## config.mk

```make
export PLATFORM = sky130hd
export DESIGN_NAME = mastermind_top
export DESIGN_NICKNAME = d
export VERILOG_FILES = /design/src/hw/mastermind_pkg.sv /design/src/hw/mastermind_top.sv /design/src/hw/feedback_combiner.sv /design/src/hw/colour_match_counter.sv /design/src/hw/exact_match_counter.sv /design/src/hw/peg_store.sv /design/src/hw/game_ctrl.sv
export VERILOG_INCLUDE_DIRS = /design/src /design/src/hw
export SDC_FILE = /design/constraint.sdc
export NUM_CORES = 1
export LEC_CHECK = 0
export ABC_CLOCK_PERIOD_IN_PS = 7250
export BUFFER_PORTS_ARGS = -buffer_cell sky130_fd_sc_hd__buf_2
export CAP_MARGIN = 25
export CORE_UTILIZATION = 30
export CTS_CLUSTER_DIAMETER = 50
export DETAILED_ROUTE_END_ITERATION = 6
export GPL_TIMING_DRIVEN = 0
export PLACE_DENSITY_LB_ADDON = 0.25
export SLEW_MARGIN = 5
export SYNTH_ARGS = -nofsm -noshare
export SYNTH_HDL_FRONTEND = slang
export SYNTH_SLANG_ARGS = --single-unit
```

## constraint.sdc

```tcl
create_clock -name clock -period 7.25 [get_ports clock]
set_clock_uncertainty 0.1 [all_clocks]
set_input_delay 0.3625 -clock clock [delete_from_list [all_inputs] [get_ports clock]]
set_output_delay 0.3625 -clock clock [all_outputs]
set_load 0.02 [all_outputs]
```

## src/hw/mastermind_cfg.svh

```systemverilog
`ifndef MASTERMIND_CFG_SVH
`define MASTERMIND_CFG_SVH

// Board geometry

// Pegs in one code or guess
`define MM_SLOTS 4

// Eight colours per peg
`define MM_COLOUR_W 3

// Rules of a round

// Guesses before the round is lost
`define MM_MAX_GUESSES 8

// Scores wrap at 16
`define MM_SCORE_W 4

`endif
```

## src/hw/mastermind_pkg.sv

```systemverilog
`include "mastermind_cfg.svh"

package mastermind_pkg;

    typedef logic [`MM_COLOUR_W-1:0] peg_t;

    // Slot 0 in the low bits
    typedef logic [`MM_SLOTS*`MM_COLOUR_W-1:0] code_t;

    typedef logic [$clog2(`MM_SLOTS)-1:0] slot_idx_t;

    // Red, white or match count, 0 to MM_SLOTS
    typedef logic [$clog2(`MM_SLOTS+1)-1:0] peg_count_t;

    typedef logic [$clog2(`MM_MAX_GUESSES)-1:0] guess_count_t;
    typedef logic [`MM_SCORE_W-1:0] score_t;

    typedef enum logic [2:0] {
        CODE_ENTRY,
        CODE_RELEASE,
        GUESS_ENTRY,
        GUESS_RELEASE,
        COMPARE,
        RESULT
    } game_state_t;

    // Step controls from the FSM to the datapath
    typedef struct packed {
        logic      code_wr;
        logic      guess_wr;
        slot_idx_t slot;         // Slot written or compared
        logic      compare_en;
        logic      clear_counts; // First compare step
        logic      result;
    } step_ctrl_t;

endpackage

```

## src/hw/mastermind_top.sv

```systemverilog
`timescale 1ns/100ps

module mastermind_top
    import mastermind_pkg::*;
(
    input  logic       clock,
    input  logic       resetn,
    input  logic       load_i,
    input  peg_t       colour_i,
    input  logic       new_game_i,
    output peg_count_t red_o,
    output peg_count_t white_o,
    output logic       feedback_valid_o,
    output score_t     score_one_o,
    output score_t     score_two_o,
    output logic       one_sets_code_o
);

    step_ctrl_t ctrl;
    logic       round_over;
    peg_t       code_peg;
    code_t      guess;
    peg_count_t red_count;
    peg_count_t match_count;

    game_ctrl i_ctrl (
        .clock        (clock),
        .resetn       (resetn),
        .load_i       (load_i),
        .new_game_i   (new_game_i),
        .round_over_i (round_over),
        .ctrl_o       (ctrl)
    );

    peg_store i_store (
        .clock      (clock),
        .resetn     (resetn),
        .ctrl_i     (ctrl),
        .colour_i   (colour_i),
        .code_peg_o (code_peg),
        .guess_o    (guess)
    );

    // Red and colour matches counted side by side
    exact_match_counter i_exact (
        .clock       (clock),
        .resetn      (resetn),
        .ctrl_i      (ctrl),
        .code_peg_i  (code_peg),
        .guess_i     (guess),
        .red_count_o (red_count)
    );

    colour_match_counter i_colour (
        .clock         (clock),
        .resetn        (resetn),
        .ctrl_i        (ctrl),
        .code_peg_i    (code_peg),
        .guess_i       (guess),
        .match_count_o (match_count)
    );

    feedback_combiner i_comb (
        .clock            (clock),
        .resetn           (resetn),
        .ctrl_i           (ctrl),
        .new_game_i       (new_game_i),
        .red_count_i      (red_count),
        .match_count_i    (match_count),
        .round_over_o     (round_over),
        .red_o            (red_o),
        .white_o          (white_o),
        .feedback_valid_o (feedback_valid_o),
        .score_one_o      (score_one_o),
        .score_two_o      (score_two_o),
        .one_sets_code_o  (one_sets_code_o)
    );

endmodule

```

## src/hw/feedback_combiner.sv

```systemverilog
`timescale 1ns/100ps
`include "mastermind_cfg.svh"

module feedback_combiner
    import mastermind_pkg::*;
(
    input  logic       clock,
    input  logic       resetn,
    input  step_ctrl_t ctrl_i,
    input  logic       new_game_i,
    input  peg_count_t red_count_i,
    input  peg_count_t match_count_i,
    output logic       round_over_o,
    output peg_count_t red_o,
    output peg_count_t white_o,
    output logic       feedback_valid_o,
    output score_t     score_one_o,
    output score_t     score_two_o,
    output logic       one_sets_code_o
);

    guess_count_t guess_cnt_q;
    peg_count_t   white_count;
    logic         win;
    logic         last_guess;

    assign win         = (red_count_i == peg_count_t'(`MM_SLOTS));
    assign last_guess  = (guess_cnt_q == guess_count_t'(`MM_MAX_GUESSES - 1));
    assign white_count = match_count_i - red_count_i; // Matches never below red

    // Pulse in the result step only
    assign round_over_o = ctrl_i.result && (win || last_guess);

    always_ff @(posedge clock) begin
        if (!resetn || new_game_i) begin
            red_o            <= '0;
            white_o          <= '0;
            feedback_valid_o <= 1'b0;
            score_one_o      <= '0;
            score_two_o      <= '0;
            guess_cnt_q      <= '0;
            one_sets_code_o  <= 1'b1;
        end else begin
            feedback_valid_o <= ctrl_i.result;
            if (ctrl_i.result) begin
                red_o   <= red_count_i;
                white_o <= white_count;

                // Setter scores every guess that misses
                if (!win) begin
                    if (one_sets_code_o) begin
                        score_one_o <= score_one_o + 1'b1;
                    end else begin
                        score_two_o <= score_two_o + 1'b1;
                    end
                end

                if (round_over_o) begin
                    guess_cnt_q     <= '0;
                    one_sets_code_o <= !one_sets_code_o; // Roles swap
                end else begin
                    guess_cnt_q <= guess_cnt_q + 1'b1;
                end
            end
        end
    end

endmodule

```

## src/hw/colour_match_counter.sv

```systemverilog
`timescale 1ns/100ps
`include "mastermind_cfg.svh"

module colour_match_counter
    import mastermind_pkg::*;
(
    input  logic       clock,
    input  logic       resetn,
    input  step_ctrl_t ctrl_i,
    input  peg_t       code_peg_i,
    input  code_t      guess_i,
    output peg_count_t match_count_o
);

    logic [`MM_SLOTS-1:0] claimed_q;
    logic [`MM_SLOTS-1:0] claimed_eff;
    logic [`MM_SLOTS-1:0] avail;
    logic [`MM_SLOTS-1:0] pick;
    logic                 found;

    // Claims from an earlier guess do not count
    assign claimed_eff = ctrl_i.clear_counts ? '0 : claimed_q;

    always_comb begin
        avail = '0;
        pick  = '0;
        found = 1'b0;

        for (int i = 0; i < `MM_SLOTS; i++) begin
            avail[i] = (guess_i[i*`MM_COLOUR_W +: `MM_COLOUR_W] == code_peg_i)
                       && !claimed_eff[i];
        end

        // Same slot first, then the lowest free slot
        if (avail[ctrl_i.slot]) begin
            pick[ctrl_i.slot] = 1'b1;
            found             = 1'b1;
        end else begin
            for (int i = 0; i < `MM_SLOTS; i++) begin
                if (avail[i] && !found) begin
                    pick[i] = 1'b1;
                    found   = 1'b1;
                end
            end
        end
    end

    always_ff @(posedge clock) begin
        if (!resetn) begin
            claimed_q     <= '0;
            match_count_o <= '0;
        end else if (ctrl_i.compare_en) begin
            claimed_q <= claimed_eff | pick;
            if (ctrl_i.clear_counts) begin
                match_count_o <= peg_count_t'(found);
            end else begin
                match_count_o <= match_count_o + peg_count_t'(found);
            end
        end
    end

endmodule

```

## src/hw/exact_match_counter.sv

```systemverilog
`timescale 1ns/100ps
`include "mastermind_cfg.svh"

module exact_match_counter
    import mastermind_pkg::*;
(
    input  logic       clock,
    input  logic       resetn,
    input  step_ctrl_t ctrl_i,
    input  peg_t       code_peg_i,
    input  code_t      guess_i,
    output peg_count_t red_count_o
);

    peg_t guess_peg;
    logic hit;

    // Guess peg in the same slot as the code peg
    assign guess_peg = guess_i[ctrl_i.slot*`MM_COLOUR_W +: `MM_COLOUR_W];
    assign hit       = (guess_peg == code_peg_i);

    always_ff @(posedge clock) begin
        if (!resetn) begin
            red_count_o <= '0;
        end else if (ctrl_i.compare_en) begin
            if (ctrl_i.clear_counts) begin
                red_count_o <= peg_count_t'(hit); // Restart with the first step
            end else begin
                red_count_o <= red_count_o + peg_count_t'(hit);
            end
        end
    end

endmodule

```

## src/hw/peg_store.sv

```systemverilog
`timescale 1ns/100ps
`include "mastermind_cfg.svh"

module peg_store
    import mastermind_pkg::*;
(
    input  logic       clock,
    input  logic       resetn,
    input  step_ctrl_t ctrl_i,
    input  peg_t       colour_i,
    output peg_t       code_peg_o,
    output code_t      guess_o
);

    code_t code_q;
    code_t guess_q;

    always_ff @(posedge clock) begin
        if (!resetn) begin
            code_q  <= '0;
            guess_q <= '0;
        end else begin
            if (ctrl_i.code_wr) begin
                code_q[ctrl_i.slot*`MM_COLOUR_W +: `MM_COLOUR_W] <= colour_i;
            end
            if (ctrl_i.guess_wr) begin
                guess_q[ctrl_i.slot*`MM_COLOUR_W +: `MM_COLOUR_W] <= colour_i;
            end
        end
    end

    // Code peg under comparison
    assign code_peg_o = code_q[ctrl_i.slot*`MM_COLOUR_W +: `MM_COLOUR_W];

    assign guess_o = guess_q; // Whole guess, counters pick slots

endmodule

```

## src/hw/game_ctrl.sv

```systemverilog
`timescale 1ns/100ps
`include "mastermind_cfg.svh"

module game_ctrl
    import mastermind_pkg::*;
(
    input  logic       clock,
    input  logic       resetn,
    input  logic       load_i,
    input  logic       new_game_i,
    input  logic       round_over_i,
    output step_ctrl_t ctrl_o
);

    game_state_t state_q;
    game_state_t state_d;
    slot_idx_t   slot_q;
    slot_idx_t   slot_d;
    logic        last_slot;

    assign last_slot = (slot_q == slot_idx_t'(`MM_SLOTS - 1));

    always_comb begin
        state_d     = state_q;
        slot_d      = slot_q;
        ctrl_o      = '0;
        ctrl_o.slot = slot_q;

        case (state_q)
            CODE_ENTRY: begin
                // Peg taken on the first edge that sees the button
                if (load_i) begin
                    ctrl_o.code_wr = 1'b1;
                    state_d        = CODE_RELEASE;
                end
            end

            CODE_RELEASE: begin
                if (!load_i) begin
                    slot_d  = last_slot ? '0 : slot_q + 1'b1;
                    state_d = last_slot ? GUESS_ENTRY : CODE_ENTRY;
                end
            end

            GUESS_ENTRY: begin
                if (load_i) begin
                    ctrl_o.guess_wr = 1'b1;
                    state_d         = GUESS_RELEASE;
                end
            end

            GUESS_RELEASE: begin
                if (!load_i) begin
                    slot_d  = last_slot ? '0 : slot_q + 1'b1;
                    state_d = last_slot ? COMPARE : GUESS_ENTRY;
                end
            end

            COMPARE: begin
                // One code slot per cycle
                ctrl_o.compare_en   = 1'b1;
                ctrl_o.clear_counts = (slot_q == '0);
                slot_d              = last_slot ? '0 : slot_q + 1'b1;
                if (last_slot) begin
                    state_d = RESULT;
                end
            end

            RESULT: begin
                ctrl_o.result = 1'b1;
                state_d       = round_over_i ? CODE_ENTRY : GUESS_ENTRY; // Roles swap on round over
            end

            default: begin
                state_d = CODE_ENTRY;
            end
        endcase
    end

    always_ff @(posedge clock) begin
        if (!resetn) begin
            state_q <= CODE_ENTRY;
            slot_q  <= '0;
        end else if (new_game_i) begin
            state_q <= CODE_ENTRY;
            slot_q  <= '0;
        end else begin
            state_q <= state_d;
            slot_q  <= slot_d;
        end
    end

endmodule

```

==> flow_metrics.tcl <==
set metrics [dict create \
    synthArstFlopShare 0 \
    die_y_um 103 \
    ys.flop_type "dfxtp_1" \
    portBuffers 22 \
    relSlewSlack 0.586 \
    syn_nets 344 \
    crit_slowest_cell "or4_2" \
    run_status "finished, final reports clean" \
    die_w_um 103 \
    hold_path.class "in2reg" \
    ios 23 \
    multiInputGateArea_um2 1830 \
    worstMarginPinSlew_ps 617 \
    wl_per_cell_um 13.5 \
    dieArea_um2 10600 \
    r2r_slack_ps 3920 \
    nets 377 \
    hold_violations 0 \
    ys_ff_latch 58 \
    drtIter0Drc 73 \
    synthCells 320 \
    synth_top_family_by_area "simple AND/OR/NAND/NOR gates" \
    setup_ws_ps 3920 \
    critPathKind "reg2reg" \
    r2r-end "i_colour.match_count_o[2]" \
    synth-xor-area-share 0.0657 \
    setup_viol 0 \
    cp_max_fo 10 \
    vias 2296 \
    timing.final.crit_share 0.460 \
    power_leakage_nw 1.55 \
    min_to "i_exact.red_count_o[1]" \
    ant_nets 0 \
    cts_made_buffers 9 \
    tns_ps 0 \
    register_area_um2 1160 \
    yosysWarnings 0 \
    min_period_ps 3330 \
    drive_gt1_frac 0.134 \
    critPathLaunchType "flop" \
    dpl.hpwl_um 4940 \
    cts-htree-levels 3 \
    slew_violations 0 \
    power.density_nw_per_um2 206 \
    yosys.area.top_type "dfxtp_1" \
    ys_top_cells_by_area "dfxtp_1 38%, mux2i_1 10%, ha_1 6.5%" \
    core_area_um2 9860 \
    core.rowCount 36 \
    ys_types 39 \
    nFillCells 1017 \
    first_pass_iters 4 \
    crit_path_end_kind "flop" \
    wl_um 6620 \
    synth_compound_area_frac 0.0644 \
    synth_area_um2 3070 \
    grt_overflow 0 \
    grt_pass1_wl_um 11300 \
    place_ws_ps 3930 \
    synth_adder_area_share 0.0718 \
    avgSynthCellArea_um2 9.59 \
    post_cts_buffers 0 \
    area_growth_pct 17.1 \
    holdBufCountCts 0 \
    grt_pass1_vias 2319 \
    ir_worst_vdd_v 0.000128 \
    post_cts_resized 0 \
    drc 0 \
    clk_path_buf_depth 2 \
    synth-seq-area-share 0.378 \
    synthSimpleGateAreaFrac 0.239 \
    synthMuxAreaShare 0.157 \
    min-delay-start "resetn" \
    worstHoldPathCells 2 \
    yosysMostFrequentCell "dfxtp_1" \
    start_util 0.311 \
    synth_edf_count 0 \
    rsz0062_at_grt "no" \
    clk_latency_ps 350 \
    synth.cells.most_frequent "58 x dfxtp_1, 35 x nand2_1, 31 x mux2i_1" \
    cts.sinks 58 \
    regToRegStartpoint "i_ctrl.slot_q[0]" \
    grt.total_usage 0.143 \
    vias_per_cell 4.68 \
    crit_arrival_ps 3530 \
    diodes 0 \
    routabilityCongestion 0.790 \
    max_stage_delay_ps 680 \
    cts_tree "built" \
    yosysTopAreaCellShare 0.378 \
    antenna_found_initial 0 \
    fmax_mhz 300 \
    worstPathRequired_ps 7440 \
    grt_start_max_net_pins 13 \
    drv_cap 0 \
    cp_cell_sequence "buf_6 -> inv_1 -> ha_1 -> nand4bb_1 -> nand2_1 -> and4_4 -> or4_2 -> ha_1 -> ha_1 -> nor2_1 -> o21ai_0 -> o21ai_0 -> and2_1" \
    clk_pin_slew_worst_paths_ps 70 \
    cpMostUsedCell "ha_1" \
    r2r_cells 13 \
    cts_root_buffer "clkbuf_8" \
]
worst max-delay path: cells and delay by family, from the launching register on:
family                   cells  cell delay [ps]
flip-flops                   1              500
AND/OR/NAND/NOR              6             1500
buffers and inverters        2              340
AO/OA/AOI/OAI                2              150
adder cells (fa/ha/maj)      3              700
metal layers:
metal,up-vias,share of wire,global-route usage
li1,1187,-,-
met1,1079,0.50,0.179
met2,24,0.46,0.234
met3,6,0.027,0.0447
met4,0,0.011,0.0423
met5,-,0,0
state kept, by name, indices dropped and copies added, names as in the netlist, 3 cells and up:
name / flops
i_comb.guess_cnt_q: 3
i_colour.match_count_o: 3
i_comb.score_two_o: 4
i_ctrl.state_q: 3
i_comb.score_one_o: 4
i_store.guess_o: 12
i_colour.claimed_q: 4
i_exact.red_count_o: 3
i_comb.white_o: 3
i_comb.red_o: 3
i_store.code_q: 12
cell usage in the layout (no fill, tap or decap), types with 3 or more instances in the layout:
master	n
nor2_1	22
o21ai_0	9
buf_2	23
nor3_1	6
and2_1	16
nand3_1	7
nor3b_1	6
inv_1	4
nand3b_1	3
mux4_2	3
nor2b_1	25
xor2_1	14
nand2_1	35
a21oi_1	9
ha_1	16
mux4_1	4
clkbuf_8	9
nand2b_1	4
xnor2_1	9
dfxtp_1	58
clkbuf_1	10
nand4_1	5
mux2i_1	31
bufinv_16	3
through the flow:
step | power [W] | instance area [um^2] | hold slack, ps | util | cells
6_report | 0.000740 | 3590 | 244 | 0.364 | 491
5_1_grt | 0.000769 | 3590 | 244 | 0.364 | 491
4_1_cts | 0.000749 | 3590 | 234 | 0.364 | 491
3_5_place_dp | 0.000371 | 3340 | 342 | 0.339 | 475
3_3_place_gp | 0.000371 | 3340 | 338 | 0.339 | 475
2_1_floorplan | 0.000360 | 3070 | 325 | - | 320
cell families after synthesis:
group / Yosys count
AOI/OAI and AO/OA: 30
xor gates and xnor gates: 23
adders and majority gates: 17
buffers and inverters: 17
DFF: 58
muxes: 38
and+or+nand+nor: 137
final cells by class:
type	instances	area share
Sequential cell	58	0.323
Timing Repair Buffer	22	0.0307
Multi-Input combinational cell	245	0.511
Clock inverter	7	0.0345
Clock buffer	9	0.0345
Tap cell	133	0.0463
Inverter	4	0.00418
Buffer	13	0.0160
report_power, final:
| part | switching (W) | internal [W] |
|---|---|---|
| clock network | 0.000145 | 0.000231 |
| logic | 0.0000237 | 0.0000194 |
| registers | 0.000000916 | 0.000320 |
| total | 0.000170 | 0.000570 |
worst max-delay path by stage:
stage,startpoint,end,slack (ps),depth (start not counted)
6_report,i_ctrl.slot_q[0],i_colour.match_count_o[2],3920,13
5_1_grt,i_ctrl.slot_q[0],i_colour.match_count_o[2],3700,13
4_1_cts,i_ctrl.slot_q[0],i_colour.match_count_o[2],3900,10
3_5_place_dp,i_ctrl.slot_q[0],i_colour.match_count_o[2],3930,10
3_3_place_gp,i_ctrl.slot_q[0],i_colour.match_count_o[2],3950,11
2_1_floorplan,i_ctrl.slot_q[0],i_colour.match_count_o[2],4200,11
(Power assumes the default switching activity.)
